===== config.mk =====
export PLATFORM = sky130hd
export DESIGN_NAME = fxp_alu_top
export DESIGN_NICKNAME = d
export VERILOG_FILES = /design/src/fxp_pkg.sv /design/src/fxp_add.sv /design/src/fxp_alu_top.sv /design/src/fxp_operand_stage.sv /design/src/fxp_result_fifo.sv /design/src/fxp_saturate_stage.sv /design/src/fxp_subtract.sv
export SDC_FILE = /design/constraint.sdc
export NUM_CORES = 1
export LEC_CHECK = 0
export BUFFER_PORTS_ARGS = -buffer_cell sky130_fd_sc_hd__buf_2
export CELL_PAD_IN_SITES_DETAIL_PLACEMENT = 1
export CELL_PAD_IN_SITES_GLOBAL_PLACEMENT = 2
export CORE_MARGIN = 2
export CORE_UTILIZATION = 39
export DETAILED_ROUTE_END_ITERATION = 12
export GPL_TIMING_DRIVEN = 0
export PLACE_DENSITY_LB_ADDON = 0.1
export SLEW_MARGIN = 0
export SYNTH_ARGS = -nofsm -noshare
export SYNTH_HDL_FRONTEND = slang
export SYNTH_SLANG_ARGS = --single-unit

===== constraint.sdc =====
create_clock -name clk -period 3.7 [get_ports clk]
set_input_delay 1.11 -clock clk [delete_from_list [all_inputs] [get_ports clk]]
set_output_delay 1.11 -clock clk [all_outputs]
set_load 0.005 [all_outputs]

===== src/fxp_pkg.sv =====
//--------------------------------------------------
// Fixed-point ALU shared definitions
// Q8.8 operand and result widths, widened result
// width, result FIFO sizing and saturation limits
//--------------------------------------------------
package fxp_pkg;

    //--------------------------------------------------
    // Q-format
    //--------------------------------------------------
    // Signed Q8.8 operand and final result width
    localparam int data_w = 16;
    // Fraction bits, same for both operands so add/sub needs no alignment
    localparam int frac_w = 8;
    // Exact sum or difference, one guard bit on top
    localparam int wide_w = data_w + 1;

    //--------------------------------------------------
    // Result FIFO
    //--------------------------------------------------
    localparam int fifo_depth = 8;
    // Pointer width, log2 of depth
    localparam int fifo_ptr_w = 3;

    //--------------------------------------------------
    // Saturation limits
    //--------------------------------------------------
    // Largest Q8.8 value, just under +128.0
    localparam logic [data_w-1:0] sat_max = 16'h7FFF;
    // Smallest Q8.8 value, exactly -128.0
    localparam logic [data_w-1:0] sat_min = 16'h8000;

endpackage


===== src/fxp_add.sv =====
//--------------------------------------------------
// Ripple carry-chain adder
// n-bit add with carry in and carry out, built as
// an explicit chain of full adders
//--------------------------------------------------
`timescale 1ns/100ps

module fxp_add #(
    // Datapath width in bits
    parameter int n = 16
) (
    input  logic [n-1:0] a,
    input  logic [n-1:0] b,
    input  logic         carry_in,
    output logic [n-1:0] sum,
    output logic         carry_out
);

    // Carry into each bit, plus the final carry
    logic [n:0] carry;

    assign carry[0] = carry_in;

    // One full adder per bit
    for (genvar i = 0; i < n; i++) begin : g_bit
        // Sum bit
        assign sum[i] = a[i] ^ b[i] ^ carry[i];
        // Generate, or propagate the incoming carry
        assign carry[i+1] = (a[i] & b[i]) | (carry[i] & (a[i] ^ b[i]));
    end

    // Carry out of the top bit
    assign carry_out = carry[n];

endmodule


===== src/fxp_alu_top.sv =====
//--------------------------------------------------
// Fixed-point add/subtract unit
// Q8.8 add or subtract with saturation; operand
// stage, result FIFO and saturate stage in a row
//--------------------------------------------------
`timescale 1ns/100ps

module fxp_alu_top (
    input  logic                        clk,
    input  logic                        rst_n,
    // Operation in
    input  logic                        in_valid,
    input  logic                        op_sub,
    input  logic [fxp_pkg::data_w-1:0]  a,
    input  logic [fxp_pkg::data_w-1:0]  b,
    output logic                        in_ready,
    // Result out
    input  logic                        out_ready,
    output logic                        out_valid,
    output logic [fxp_pkg::data_w-1:0]  result,
    output logic                        saturated
);

    //--------------------------------------------------
    // Internal connections
    //--------------------------------------------------
    // Operand stage to FIFO
    logic                       wr_en;
    logic [fxp_pkg::wide_w-1:0] wr_data;
    // FIFO to saturate stage
    logic                       rd_en;
    logic                       rd_valid;
    logic [fxp_pkg::wide_w-1:0] rd_data;

    // Exact sum or difference, registered
    fxp_operand_stage u_operand (
        .clk      (clk),
        .rst_n    (rst_n),
        .in_valid (in_valid),
        .op_sub   (op_sub),
        .a        (a),
        .b        (b),
        .wr_en    (wr_en),
        .wr_data  (wr_data)
    );

    // Buffer, its space flag is the input ready
    fxp_result_fifo u_fifo (
        .clk      (clk),
        .rst_n    (rst_n),
        .wr_en    (wr_en),
        .wr_data  (wr_data),
        .rd_en    (rd_en),
        .rd_valid (rd_valid),
        .rd_data  (rd_data),
        .space    (in_ready)
    );

    // Clamp and hold for the sink
    fxp_saturate_stage u_saturate (
        .clk       (clk),
        .rst_n     (rst_n),
        .rd_valid  (rd_valid),
        .rd_data   (rd_data),
        .out_ready (out_ready),
        .rd_en     (rd_en),
        .out_valid (out_valid),
        .result    (result),
        .saturated (saturated)
    );

endmodule


===== src/fxp_operand_stage.sv =====
//--------------------------------------------------
// Operand stage
// Takes one operation per in_valid strobe, forms
// the exact wide sum or difference and registers
// it for the result FIFO, one cycle later
//--------------------------------------------------
`timescale 1ns/100ps

module fxp_operand_stage (
    input  logic                        clk,
    input  logic                        rst_n,
    input  logic                        in_valid,
    input  logic                        op_sub,
    input  logic [fxp_pkg::data_w-1:0]  a,
    input  logic [fxp_pkg::data_w-1:0]  b,
    output logic                        wr_en,
    output logic [fxp_pkg::wide_w-1:0]  wr_data
);

    //--------------------------------------------------
    // Arithmetic
    //--------------------------------------------------
    // Exact a - b
    logic [fxp_pkg::wide_w-1:0] diff;
    // Exact a + b
    logic [fxp_pkg::wide_w-1:0] sum;

    // Subtract path, widens internally
    fxp_subtract #(
        .n        (fxp_pkg::data_w)
    ) u_sub (
        .a        (a),
        .b        (b),
        .diff     (diff)
    );

    // Add path on sign-extended operands, no carry in
    fxp_add #(
        .n        (fxp_pkg::wide_w)
    ) u_add (
        .a        ({a[fxp_pkg::data_w-1], a}),
        .b        ({b[fxp_pkg::data_w-1], b}),
        .carry_in (1'b0),
        .sum      (sum),
        // Guard bit already holds the true sign
        .carry_out()
    );

    //--------------------------------------------------
    // Output register
    //--------------------------------------------------
    // Write strobe, one cycle after in_valid
    always_ff @(posedge clk or negedge rst_n) begin
        if (!rst_n) begin
            wr_en <= 1'b0;
        end else begin
            wr_en <= in_valid;
        end
    end

    // Result word, only loaded with a new operation
    always_ff @(posedge clk) begin
        if (in_valid) begin
            wr_data <= op_sub ? diff : sum;
        end
    end

endmodule


===== src/fxp_result_fifo.sv =====
//--------------------------------------------------
// Result FIFO
// Show-ahead circular buffer of wide results; the
// head entry is always visible on rd_data. space
// keeps one slot free for a result still in the
// operand stage register
//--------------------------------------------------
`timescale 1ns/100ps

module fxp_result_fifo (
    input  logic                        clk,
    input  logic                        rst_n,
    input  logic                        wr_en,
    input  logic [fxp_pkg::wide_w-1:0]  wr_data,
    input  logic                        rd_en,
    output logic                        rd_valid,
    output logic [fxp_pkg::wide_w-1:0]  rd_data,
    output logic                        space
);

    //--------------------------------------------------
    // Storage and pointers
    //--------------------------------------------------
    logic [fxp_pkg::wide_w-1:0]   mem [fxp_pkg::fifo_depth];
    // Next slot to write
    logic [fxp_pkg::fifo_ptr_w-1:0] wr_ptr;
    // Head slot
    logic [fxp_pkg::fifo_ptr_w-1:0] rd_ptr;
    // Occupancy from 0 up to fifo_depth
    logic [fxp_pkg::fifo_ptr_w:0]   count;

    // Data store
    always_ff @(posedge clk) begin
        if (wr_en) begin
            mem[wr_ptr] <= wr_data;
        end
    end

    // Pointers wrap on their own since the depth is a power of two
    always_ff @(posedge clk or negedge rst_n) begin
        if (!rst_n) begin
            wr_ptr <= '0;
            rd_ptr <= '0;
        end else begin
            if (wr_en) begin
                wr_ptr <= wr_ptr + 1'b1;
            end
            if (rd_en) begin
                rd_ptr <= rd_ptr + 1'b1;
            end
        end
    end

    // Occupancy count
    always_ff @(posedge clk or negedge rst_n) begin
        if (!rst_n) begin
            count <= '0;
        end else begin
            case ({wr_en, rd_en})
                2'b10:   count <= count + 1'b1;
                2'b01:   count <= count - 1'b1;
                // Idle or write and pop together
                default: count <= count;
            endcase
        end
    end

    //--------------------------------------------------
    // Status and head
    //--------------------------------------------------
    assign rd_valid = (count != '0);
    assign rd_data  = mem[rd_ptr];

    // Below depth minus one so one more in flight still fits
    assign space = (count < (fxp_pkg::fifo_ptr_w + 1)'(fxp_pkg::fifo_depth - 1));

endmodule


===== src/fxp_saturate_stage.sv =====
//--------------------------------------------------
// Saturate stage
// Pops wide results from the FIFO, clamps them to
// Q8.8 and holds each one on the output until the
// sink takes it with out_ready
//--------------------------------------------------
`timescale 1ns/100ps

module fxp_saturate_stage (
    input  logic                        clk,
    input  logic                        rst_n,
    input  logic                        rd_valid,
    input  logic [fxp_pkg::wide_w-1:0]  rd_data,
    input  logic                        out_ready,
    output logic                        rd_en,
    output logic                        out_valid,
    output logic [fxp_pkg::data_w-1:0]  result,
    output logic                        saturated
);

    // Guard bit and Q8.8 sign bit disagree
    logic                       overflow;
    // Clamped value for the head entry
    logic [fxp_pkg::data_w-1:0] clamped;

    //--------------------------------------------------
    // Clamp
    //--------------------------------------------------
    assign overflow = rd_data[fxp_pkg::wide_w-1] ^ rd_data[fxp_pkg::data_w-1];

    // Guard bit gives the true sign of the wide value
    assign clamped = !overflow                     ? rd_data[fxp_pkg::data_w-1:0] :
                     rd_data[fxp_pkg::wide_w-1]    ? fxp_pkg::sat_min :
                                                     fxp_pkg::sat_max;

    //--------------------------------------------------
    // Output register
    //--------------------------------------------------
    // Pop when the output is empty or emptying this cycle
    assign rd_en = rd_valid && (!out_valid || out_ready);

    // Valid flag, held until out_ready
    always_ff @(posedge clk or negedge rst_n) begin
        if (!rst_n) begin
            out_valid <= 1'b0;
        end else if (rd_en) begin
            out_valid <= 1'b1;
        end else if (out_ready) begin
            out_valid <= 1'b0;
        end
    end

    // Payload only changes on a pop
    always_ff @(posedge clk) begin
        if (rd_en) begin
            result    <= clamped;
            saturated <= overflow;
        end
    end

endmodule


===== src/fxp_subtract.sv =====
//--------------------------------------------------
// Signed subtractor
// Exact two's-complement a - b, one bit wider than
// the operands, formed on the carry-chain adder
//--------------------------------------------------
`timescale 1ns/100ps

module fxp_subtract #(
    // Operand width in bits
    parameter int n = 16
) (
    input  logic [n-1:0] a,
    input  logic [n-1:0] b,
    output logic [n:0]   diff
);

    // Sign-extended operands
    logic [n:0] a_ext;
    logic [n:0] b_ext;
    // Ones' complement of the subtrahend
    logic [n:0] b_inv;

    // Extend by the top bit so the result can't overflow
    assign a_ext = {a[n-1], a};
    assign b_ext = {b[n-1], b};

    // Invert every bit, the +1 comes in as carry
    assign b_inv = ~b_ext;

    // a + ~b + 1
    fxp_add #(
        .n        (n + 1)
    ) u_add (
        .a        (a_ext),
        .b        (b_inv),
        .carry_in (1'b1),
        .sum      (diff),
        // Carry out has no meaning for a signed difference
        .carry_out()
    );

endmodule


==> metrics.md, run 1 <==
| Metric | Value |
|---|---|
| Worst min-delay path class | `flop to flop` |
| Post-synth EDFFs | `170` |
| Vias in the first global route | `4297` |
| Reg2reg end | `u_fifo.count[3]$_DFFE_PN0P_` |
| Fin cells | `780` |
| RSZ-0062 raised after global routing | `yes` |
| MaxCap Viol Count | `0` |
| Clk Latency, worst-skew pair | `0.42 ns` |
| I/O Pins | `56` |
| Row count | `52` |
| Status | `complete, but fails checks` |
| Routability cong. | `0.689` |
| Measured slew at the worst slew-check pin | `0.743 ns` |
| Crit-path cells | `buf_12 > inv_12 > ha_4 > fa_2 > fa_2 > fa_2 > fa_2 > fa_2 > fa_2 > fa_2 > fa_2 > fa_2 > fa_2 > fa_2 > fa_2 > inv_2 > fa_2 > inv_2 > fa_2 > fa_1 > mux2i_1` |
| Post-Place Cell Area | `8810 sq um` |
| Slew Limit Fails | `0` |
| Fraction of registers with async set/reset | `0.0659` |
| Max Fclk | `0.151 GHz` |
| Post-Syn Area per Cell | `19.1 sq um` |
| CP max stage delay | `0.50 ns` |
| Final core area utilization | `0.469` |
| CP delay by family, top | `adder cells` |
| Clk sinks | `182` |
| Fillers | `1975` |
| Total gr overflow | `0` |
| DRT antenna net count | `0` |
| Relative slew slack | `0.505` |
| Port Buffers | `54` |
| Final setup fails | `10` |
| Mapped Nets | `490` |
| Nets | `574` |
| DR vias/cell | `4.87` |
| VDD IR-drop max | `0.279 mV` |
| Final TNS setup | `-17.13 ns` |
| Hold endpoint | `u_fifo.count[3]$_DFFE_PN0P_` |
| Top cells by area, synth | `edfxtp_1 (65%), mux4_2 (9.1%), fa_1 (8.4%)` |
| P_leak | `3.35 nW` |
| CP max stage cell | `fa_1` |
| WP data required | `3.86 ns` |
| Cells after DPL | `748` |
| Fin Hold WS | `0.511 ns` |
| Type of origin of the critical path | `input port` |
| Synthesis Warnings | `0` |
| Die X | `146 um` |
| P per Cell Area | `747 nW/um^2` |
| Yosys top cell area share | `0.647` |
| Final Power | `7.02 mW` |
| Worst Path Arrival | `6.79 ns` |
| Top FF cell, synth | `edfxtp_1` |
| Final WL | `15800 um` |
| Drt first pass iters | `4` |
| CTS tree | `done` |
| DP HPWL | `11000 um` |
| Hold Path Depth | `1` |
| Buf/Inv on CP | `4` |
| Layout cells sized above 1 | `0.390` |
| Ant diodes | `0` |
| Layout area overhead | `19.2%` |
| Vias | `3795` |
| Tot GR Track Use | `0.159` |
| Critical path class | `input port to flop` |
| Core Area | `20000 sq um` |
| Post-Place Setup Slack | `-3.51 ns` |
| Worst reg-to-reg path cell count | `8` |
| Final period utilization | `1.79` |
| Avg WL per Cell | `20.2 um` |
| Largest net degree at the start of global routing | `19` |
| Max Clock Skew | `0.00515 ns` |
| Mapped Cells | `413` |
| Failing checks | `negative setup slack` |
| Synthesized area | `7890 sq um` |
| Starting DRC count in detailed routing | `221` |
| Num CTS Buffers | `17` |
| Sequential share of the synthesized area | `0.685` |
| Clk pin slew, worst setup/hold paths | `0.06 ns` |
| DRC Markers | `0` |
| Final min period | `6.63 ns` |
| Htree depth | `4` |
| Final Hold Viols | `0` |
| Post-route cell area | `9410 sq um` |
| Overall die height | `146 um` |
| Unique masters post-synth | `31` |
| DIE AREA | `21400 sq um` |
| Hold path start | `u_fifo.count[3]$_DFFE_PN0P_` |
| First-pass GRT wire length | `25000 um` |
| Register bit count reported by yosys | `182` |
| Final setup margin | `-2.93 ns` |
| Most used cell, CP | `fa_2` |
| Synth top cells by count | `edfxtp_1 (170), inv_1 (36), fa_1 (33), mux4_2 (32), mux2i_1 (27)` |
| Starting Density | `0.394` |
| Top-count cell post-synth | `edfxtp_1` |
| R2R Setup Slk | `1.18 ns` |
| Reg-to-Reg Start | `u_fifo.count[0]$_DFFE_PN0P_` |
| CP endpoint kind | `flop` |
| CP max FO | `2` |
| CTS Buffer Depth | `2` |
| Root buffer cell | `clkbuf_16` |
| Initial antenna violation count | `0` |
| Synth area leader | `edfxtp_1` |
## flip-flops by register name, summed over array words and instances (netlist names)
name,flops
u_fifo.rd_ptr,3
u_operand.wr_data,17
u_saturate.result,16
u_fifo.count,4
u_fifo.mem,136
u_fifo.wr_ptr,3
u_saturate.out_valid,1
u_operand.wr_en,1
u_saturate.saturated,1
## layout by cell type, fill, tap and decap left out, types with 4 or more instances in the layout
cell,count
edfxtp_1,170
buf_2,59
mux4_2,32
inv_1,32
fa_2,28
mux2i_1,27
clkbuf_16,17
dfrtp_1,12
nor2_1,10
o21ai_2,10
nand2_1,9
buf_6,8
clkbuf_1,8
a21oi_1,8
o21ai_1,7
nor2_2,6
fa_1,5
ha_1,5
inv_2,4
xnor2_1,4
clkinv_2,4
buf_8,4
## cell type report
| type | count | area (sq um) | area share |
|---|---|---|---|
| clock buffer | 21 | 460 | 0.0489 |
| sequential | 182 | 5410 | 0.575 |
| inverter | 37 | 151 | 0.0161 |
| clock inverter | 11 | 100 | 0.0106 |
| timing repair buffer | 65 | 479 | 0.0509 |
| multi-input combinational | 178 | 2380 | 0.253 |
| tap | 270 | 338 | 0.0359 |
| buffer | 16 | 91.3 | 0.00971 |
## layer usage
layer	share of wire	wire length, um	GRT usage	vias up
met4	0.017	273	0.0529	0
li1	-	-	-	1717
met1	0.44	6950	0.209	1960
met5	0	0	0	-
met3	0.046	723	0.0350	22
met2	0.50	7820	0.265	96
## timing repair
item / in CTS / in global routing
buffers inserted: 0 / 0
pin swaps: 0 / 1
hold buffers: 0 / 0
gates cloned: 0 / 0
endpoints found under the setup margin: 10 / 10
resized for setup: 7 / 1
## where the power goes
part / leakage, nW / switching, mW / internal [mW]
Combinational: 1.37 / 1.25 / 1.03
Sequential: 1.70 / 0.201 / 2.83
Clock: 0.273 / 0.749 / 0.963
Total: 3.35 / 2.20 / 4.82
## kinds of logic (layout without fill, tap and decap cells)
| group | Yosys count | in the layout | share of synthesized area |
|---|---|---|---|
| AND/OR/NAND/NOR | 34 | 34 | 0.0201 |
| XOR/XNOR | 7 | 7 | 0.00777 |
| adder cells (fa/ha/maj) | 40 | 40 | 0.0948 |
| buffers and inverters | 53 | 150 | 0.0292 |
| flip-flops | 182 | 182 | 0.685 |
| AO/OA/AOI/OAI | 34 | 34 | 0.0307 |
| multiplexers | 63 | 63 | 0.133 |
## worst max path at each step
stage / start / endpoint / slack (ns) / cells past startpoint
5_1_grt: a[0] / u_operand.wr_data[15]$_DFFE_PP_ / -3.10 / 21
6_report: a[0] / u_operand.wr_data[15]$_DFFE_PP_ / -2.93 / 21
3_3_place_gp: a[0] / u_operand.wr_data[15]$_DFFE_PP_ / -3.51 / 21
2_1_floorplan: a[0] / u_operand.wr_data[15]$_DFFE_PP_ / -3.05 / 20
3_5_place_dp: a[0] / u_operand.wr_data[15]$_DFFE_PP_ / -3.51 / 21
4_1_cts: a[0] / u_operand.wr_data[15]$_DFFE_PP_ / -2.95 / 21
Power figures use the tool's default switching activity.
==> inputs of run 2 (changes only) <==
ABC_AREA = 1   (was unset)
==> run 2 against run 1 <==
Compared with the run above:
- the flow still finishes with violations (negative setup slack)
- setup slack got worse by 0.064 ns
- fmax fell by 0.95%
- die area rose by 2.1%
- critical endpoint unchanged
==> metrics.md, run 2 <==
| Metric | Value |
|---|---|
| Unique masters post-synth | `25 (-19%)` |
| Top FF cell, synth | `edfxtp_1` |
| Slew Limit Fails | `0 (unchanged)` |
| Post-Synth Simple-Gate Area | `0.177 (+0.156)` |
| Layout cells sized above 1 | `0.208 (-0.182)` |
| Ant diodes | `0 (unchanged)` |
| First-pass GRT wire length | `30600 um (+22%)` |
| Starting DRC count in detailed routing | `226 (+2.3%)` |
| Top-count cell post-synth | `nand2_1` |
| Final WL | `19800 um (+25%)` |
| Synthesis Warnings | `0 (unchanged)` |
| Worst Path Arrival | `6.87 ns (+0.08 ns)` |
| Failing checks | `negative setup slack` |
| DRT antenna net count | `0 (unchanged)` |
| Final min period | `6.69 ns (+0.0636 ns)` |
| Overall die height | `148 um (+1.0%)` |
| Clk Latency, worst-skew pair | `0.44 ns (+0.02 ns)` |
| Register bit count reported by yosys | `182 (unchanged)` |
| Postcts setup bufs | `0 (unchanged)` |
| Top cells by area, synth | `edfxtp_1 (63%), nand2_1 (11%), fa_1 (8.2%)` |
| Starting Density | `0.399 (+0.00461)` |
| Status | `complete, but fails checks` |
| CP max stage delay | `0.50 ns (about the same)` |
| Post-synthesis adder-cell area fraction | `0.0928 (-0.00200)` |
| RSZ-0062 raised after global routing | `yes` |
| Largest net degree at the start of global routing | `22 (+3)` |
| Routability cong. | `0.764 (+11%)` |
| Fin Hold WS | `0.520 ns (+0.00923 ns)` |
| VDD IR-drop max | `0.374 mV (+34%)` |
| DIE AREA | `21800 sq um (+2.1%)` |
| Worst min-delay path class | `flop to flop` |
| Multi-input gate area | `2460 sq um (+3.4%)` |
| CP endpoint kind | `flop` |
| Vias | `5058 (+33%)` |
| Post-synth EDFFs | `170 (unchanged)` |
| Layout area overhead | `19.0%` |
| Nets | `823 (+43%)` |
| Met3 Use GR | `0.0361 (+0.00111)` |
| Routing usage on met1 | `0.243 (+0.0338)` |
| Final Hold Viols | `0 (unchanged)` |
| CTS tree | `done` |
| Htree depth | `4 (unchanged)` |
| Total gr overflow | `0 (unchanged)` |
| Crit-path cells | `buf_12 > inv_12 > ha_4 > fa_2 > fa_2 > fa_2 > fa_2 > fa_2 > fa_2 > fa_2 > fa_2 > fa_2 > fa_2 > fa_2 > fa_2 > inv_2 > fa_2 > inv_2 > fa_2 > fa_1 > o21ai_0` |
| Yosys top cell area share | `0.633 (-0.0136)` |
| Clk pin slew, worst setup/hold paths | `0.07 ns (about the same)` |
| Synth top cells by count | `nand2_1 (226), edfxtp_1 (170), nand3_1 (100), inv_1 (40), fa_1 (33)` |
| Worst reg-to-reg path cell count | `11 (+3)` |
| Core Area | `20200 sq um (+0.97%)` |
| Sequential share of the synthesized area | `0.670 (-0.0144)` |
| MaxCap Viol Count | `0 (unchanged)` |
| Hold path start | `u_saturate.out_valid$_DFFE_PN0P_` |
| Final setup fails | `10 (unchanged)` |
| Avg WL per Cell | `19.2 um (-5.0%)` |
| Post-Syn Area per Cell | `12.1 sq um (-36%)` |
| DRC Markers | `0 (unchanged)` |
| Largest register by flop count | `u_fifo.mem` |
| Post-Place Cell Area | `8950 sq um (+1.5%)` |
| Met2 GRT Util | `0.339 (+0.0740)` |
| Fraction of registers with async set/reset | `0.0659 (unchanged)` |
| Max Clock Skew | `0.0107 ns (+0.00559 ns)` |
| Final setup margin | `-2.99 ns (-0.0636 ns)` |
| Measured slew at the worst slew-check pin | `0.824 ns (+0.0814 ns)` |
| Critical path class | `input port to flop` |
| Root buffer cell | `clkbuf_16` |
| Row count | `52 (unchanged)` |
| R2R Setup Slk | `1.08 ns (-0.10 ns)` |
| Most Used Layer, Global Route | `met2` |
| Num CTS Buffers | `17 (unchanged)` |
| Final Power | `7.30 mW (+3.9%)` |
| P_leak | `3.74 nW (+12%)` |
| Hold endpoint | `u_saturate.out_valid$_DFFE_PN0P_` |
| Die X | `148 um (+1.0%)` |
| Synth Area in XOR/XNOR | `0.00652 (-0.00125)` |
| Register area | `5410 sq um (unchanged)` |
| CP max FO | `2 (unchanged)` |
| WP data required | `3.88 ns (+0.02 ns)` |
| CP max stage cell | `fa_1` |
| Vias in the first global route | `5497 (+28%)` |
| P per Cell Area | `761 nW/um^2 (+1.9%)` |
| Hold Path Depth | `2 (+1)` |
| Drt first pass iters | `4 (unchanged)` |
| I/O Pins | `56 (unchanged)` |
| Tot GR Track Use | `0.192 (+0.0332)` |
| Mapped Cells | `664 (+61%)` |
| Post-route cell area | `9600 sq um (+2.0%)` |
| Port Buffers | `55 (+1.9%)` |
| Largest register FFs | `136 (unchanged)` |
| DP HPWL | `14300 um (+30%)` |
| DR vias/cell | `4.92 (+1.0%)` |
| Mux share of post-synthesis cell area | `0 (-0.133)` |
| Fillers | `2165 (+9.6%)` |
| Crit. Startpoint | `a[0]` |
| Most common cell after layout, fill and taps aside | `nand2_1` |
| Relative slew slack | `0.450 (-0.0549)` |
| Final period utilization | `1.81 (+0.0172)` |
| Most frequent cells in the layout | `nand2_1 (226), edfxtp_1 (170), nand3_1 (100)` |
| Most used cell, CP | `fa_2` |
| Clk sinks | `182 (unchanged)` |
| Reg2reg end | `u_fifo.count[3]$_DFFE_PN0P_` |
| Type of origin of the critical path | `input port` |
| CTS Buffer Depth | `2 (unchanged)` |
| Synth area leader | `edfxtp_1` |
| Synthesized area | `8060 sq um (+2.2%)` |
| Compound-gate portion of the synthesized area | `0.0147 (-0.0160)` |
| Reg-to-Reg Start | `u_fifo.count[1]$_DFFE_PN0P_` |
| Mapped Nets | `741 (+51%)` |
| Largest family of logic cells by synthesized area | `simple AND/OR/NAND/NOR gates` |
| Max Fclk | `0.149 GHz (-0.95%)` |
| Initial antenna violation count | `0 (unchanged)` |
| Largest regs | `u_fifo.mem (136), u_operand.wr_data (17), u_saturate.result (16)` |
## run 2: changes by cell type after synthesis, moves of 4 or more
cell     delta
nand2_1   +217
mux2i_1    -27
nand3_1   +100
o21ai_0    +16
a21oi_1     -8
buf_2       +8
inv_1       +4
o21ai_1     -5
o21ai_2    -10
nor2_1      -6
mux4_2     -32
## run 2: where the power goes
group / switching (mW) / leakage, nW / internal, mW
Combinational: 1.67 / 1.74 / 0.815
Clock: 0.767 / 0.288 / 1.10
Sequential: 0.181 / 1.71 / 2.77
Total: 2.61 / 3.74 / 4.68
## run 2: layout make-up
class	count	area share
multi-input combinational	410	0.257
tap	270	0.0352
inverter	44	0.0185
sequential	182	0.563
clock buffer	21	0.0480
timing repair buffer	63	0.0473
clock inverter	11	0.0154
buffer	28	0.0156
## run 2: worst max-delay path by stage
stage | to | cells after the start
floorplan | u_operand.wr_data[15]$_DFFE_PP_ | 20
finish | u_operand.wr_data[15]$_DFFE_PP_ | 21
CTS | u_operand.wr_data[15]$_DFFE_PP_ | 21
global placement | u_operand.wr_data[15]$_DFFE_PP_ | 21
detailed placement | u_operand.wr_data[15]$_DFFE_PP_ | 21
global route | u_operand.wr_data[15]$_DFFE_PP_ | 21
## run 2: stage by stage
stage,cells,utilization,setup TNS (ns),worst slack (ns)
after detailed placement,997,0.442,-23.74,-3.59
after CTS,1029,0.474,-17.55,-3.00
after floorplan,664,-,-18.96,-3.07
after global placement,989,0.434,-22.99,-3.50
final,1029,0.474,-17.51,-2.99
after global routing,1029,0.474,-18.34,-3.13
## run 2: layer usage
| metal | part of all wire | vias to the layer above | wire (um) |
|---|---|---|---|
| met5 | 0 | - | 0 |
| met4 | 0.012 | 0 | 229 |
| met3 | 0.043 | 16 | 850 |
| met2 | 0.52 | 115 | 10200 |
| met1 | 0.43 | 2521 | 8490 |
| li1 | - | 2406 | - |
## run 2: timing repair
| action | in CTS | in global routing |
|---|---|---|
| hold buffers | 0 | 0 |
| pin swaps | 2 | 1 |
| endpoints found under the setup margin | 10 | 10 |
| resized for setup | 11 | 1 |
## run 2: critical path: cells and delay by family
family / cells / cell delay [ns]
buffers and inverters: 4 / 0.23
adder cells (fa/ha/maj): 16 / 5.44
AO/OA/AOI/OAI: 1 / 0.08
## run 2: cell families (layout without fill, tap and decap cells)
logic type,count (synthesis),in the layout
XOR/XNOR,6,6
AO/OA/AOI/OAI,23,23
flip-flops,182,182
buffers and inverters,72,167
AND/OR/NAND/NOR,341,341
adder cells (fa/ha/maj),40,40
==> inputs of run 3 (changes only) <==
GPL_TIMING_DRIVEN = unset   (was 0)
SKIP_CTS_REPAIR_TIMING = 1   (was unset)
==> run 3 against run 2 <==
Compared with the run above:
- the flow still finishes with violations (negative setup slack)
- flip-flop and latch count stayed put
- design area is 1.4% lower
- fmax down 0.43%
- critical path depth unchanged
- via count down 0.95%
- hold slack improved by 0.0017 ns
- critical path type unchanged
- critical endpoint unchanged
- largest cell class unchanged
- highest routed layer unchanged
==> metrics.md, run 3 (same netlist as run 2, synthesis figures left out) <==
| Metric | Value |
|---|---|
| Starting Density | `0.399 (unchanged)` |
| Relative slew slack | `0.589 (+0.139)` |
| CTS tree | `done` |
| Avg WL per Cell | `18.9 um (-1.4%)` |
| DR vias/cell | `4.93 (+0.32%)` |
| Register area | `5410 sq um (about the same)` |
| I/O Pins | `56 (unchanged)` |
| Type of origin of the critical path | `input port` |
| DIE AREA | `21800 sq um (unchanged)` |
| Multi-input gate area | `2450 sq um (-0.36%)` |
| Crit. Startpoint | `a[0]` |
| Fin cells | `1016 (-1.3%)` |
| Most used cell, CP | `fa_2` |
| Core Area | `20200 sq um (unchanged)` |
| Initial antenna violation count | `0 (unchanged)` |
| First-pass GRT wire length | `30400 um (-0.74%)` |
| RSZ-0062 raised after global routing | `yes` |
| Row count | `52 (unchanged)` |
| Final WL | `19200 um (-2.6%)` |
| CP max stage cell | `fa_1` |
| Fillers | `2111 (-2.5%)` |
| Slew Limit Fails | `0 (unchanged)` |
| Measured slew at the worst slew-check pin | `0.613 ns (-0.211 ns)` |
| CP delay by family, top | `adder cells` |
| P_leak | `3.71 nW (-0.90%)` |
| Crit-path cells | `buf_12 > ha_4 > fa_2 > fa_2 > fa_2 > fa_2 > fa_2 > fa_2 > fa_2 > fa_2 > fa_2 > fa_2 > fa_2 > fa_2 > inv_2 > fa_2 > inv_2 > fa_2 > fa_1 > nand2_1 > o21ai_2` |
| DP HPWL | `12400 um (-13%)` |
| Largest register FFs | `136 (unchanged)` |
| Starting DRC count in detailed routing | `312 (+38%)` |
| Nets | `810 (-1.6%)` |
| Routability cong. | `0.809 (+5.9%)` |
| Port Buffers | `55 (unchanged)` |
| Vias in the first global route | `5370 (-2.3%)` |
| Max Fclk | `0.149 GHz (-0.43%)` |
| Most common cell after layout, fill and taps aside | `nand2_1` |
| Max Clock Skew | `0.0135 ns (+0.00280 ns)` |
| Hold path start | `u_saturate.out_valid$_DFFE_PN0P_` |
| Final setup margin | `-3.02 ns (-0.0288 ns)` |
| DRT antenna net count | `0 (unchanged)` |
| Overall die height | `148 um (unchanged)` |
| Tot GR Track Use | `0.187 (-0.00510)` |
| Clk pin slew, worst setup/hold paths | `0.08 ns (about the same)` |
| Final core area utilization | `0.468 (-0.00662)` |
| Cells after DPL | `983 (-1.4%)` |
| MaxCap Viol Count | `0 (unchanged)` |
| Vias | `5010 (-0.95%)` |
| Clk Latency, worst-skew pair | `0.43 ns (about the same)` |
| P per Cell Area | `754 nW/um^2 (-0.89%)` |
| Die X | `148 um (unchanged)` |
| Ant diodes | `0 (unchanged)` |
| Largest net degree at the start of global routing | `48 (+120%)` |
| Worst Path Arrival | `6.90 ns (+0.03 ns)` |
| Failing checks | `negative setup slack` |
| Final Power | `7.13 mW (-2.3%)` |
| Reg-to-Reg Start | `u_fifo.rd_ptr[0]$_DFFE_PN0P_` |
| Final min period | `6.72 ns (+0.0288 ns)` |
| Final period utilization | `1.82 (+0.00779)` |
| Largest regs | `u_fifo.mem (136), u_operand.wr_data (17), u_saturate.result (16)` |
| Clk sinks | `182 (unchanged)` |
| Root buffer cell | `clkbuf_16` |
| CP max stage delay | `0.45 ns (-0.05 ns)` |
| VDD IR-drop max | `0.273 mV (-27%)` |
| Critical path class | `input port to flop` |
| Final Hold Viols | `0 (unchanged)` |
| Buf/Inv on CP | `3 (-1)` |
| Htree depth | `4 (unchanged)` |
| Drt first pass iters | `4 (unchanged)` |
| Largest register by flop count | `u_fifo.mem` |
| Total gr overflow | `0 (unchanged)` |
| DRC Markers | `0 (unchanged)` |
| Worst min-delay path class | `flop to flop` |
| CP max FO | `2 (unchanged)` |
| WP data required | `3.88 ns (about the same)` |
| Final setup fails | `10 (unchanged)` |
| CP endpoint kind | `flop` |
| Layout cells sized above 1 | `0.208 (-0.000394)` |
| Num CTS Buffers | `17 (unchanged)` |
| Most frequent cells in the layout | `nand2_1 (225), edfxtp_1 (170), nand3_1 (100)` |
| CTS Buffer Depth | `2 (unchanged)` |
| Layout area overhead | `17.3%` |
| Status | `complete, but fails checks` |
run 3: cell count changes in the layout (fill, tap and decap cells not counted), sizes merged:
cell / previous run / this run
clkinv: 4 / 5
bufinv: 3 / 1
inv: 45 / 52
clkinvlp: 3 / 0
buf: 85 / 78
clkbuf: 27 / 18
run 3: area by class of cell:
| class | instances | share of cell area |
|---|---|---|
| sequential | 182 | 0.571 |
| multi-input combinational | 410 | 0.259 |
| timing repair buffer | 78 | 0.0530 |
| clock buffer | 18 | 0.0454 |
| tap | 270 | 0.0357 |
| inverter | 44 | 0.0188 |
| clock inverter | 14 | 0.0164 |
run 3: path summary, 6_finish.rpt:
check / endpoint / slack (ns) / cells past startpoint
hold / removal: u_saturate.out_valid$_DFFE_PN0P_ / 0.52 / 2
setup reg to reg: u_saturate.result[13]$_DFFE_PP_ / 1.37 / 8
min in group asynchronous: u_operand.wr_en$_DFF_PN0_ / 0.57 / 1
setup / recovery: u_operand.wr_data[15]$_DFFE_PP_ / -3.02 / 21
max in group asynchronous: u_fifo.rd_ptr[0]$_DFFE_PN0P_ / 2.84 / 1
hold reg to reg: u_saturate.out_valid$_DFFE_PN0P_ / 0.52 / 2
run 3: power breakdown:
group,internal [mW],switching (mW)
Clock,0.965,0.825
Sequential,2.77,0.216
Combinational,0.774,1.59
Total,4.50,2.63
run 3: metrics by stage:
stage,worst slack (ns),instance area (sq um),hold slack [ns],TNS (ns)
detailed placement,-3.67,8800,0.520,-23.80
global placement,-3.48,8800,0.496,-22.71
floorplan,-3.07,8160,0.488,-18.96
global route,-3.15,9460,0.557,-18.80
finish,-3.02,9460,0.522,-17.92
CTS,-3.21,9390,0.536,-18.77
run 3: layer usage:
layer	vias to the layer above	global-route usage	routed length [um]
met5	-	0	0
met4	0	0.0563	86
met3	4	0.0269	770
met2	107	0.335	10000
met1	2519	0.237	8320
li1	2380	-	-
run 3: tightest hold or removal path: cells and delay by family (launching register included):
family           cells  cell delay, ns
AND/OR/NAND/NOR      2            0.14
flip-flops           1            0.35
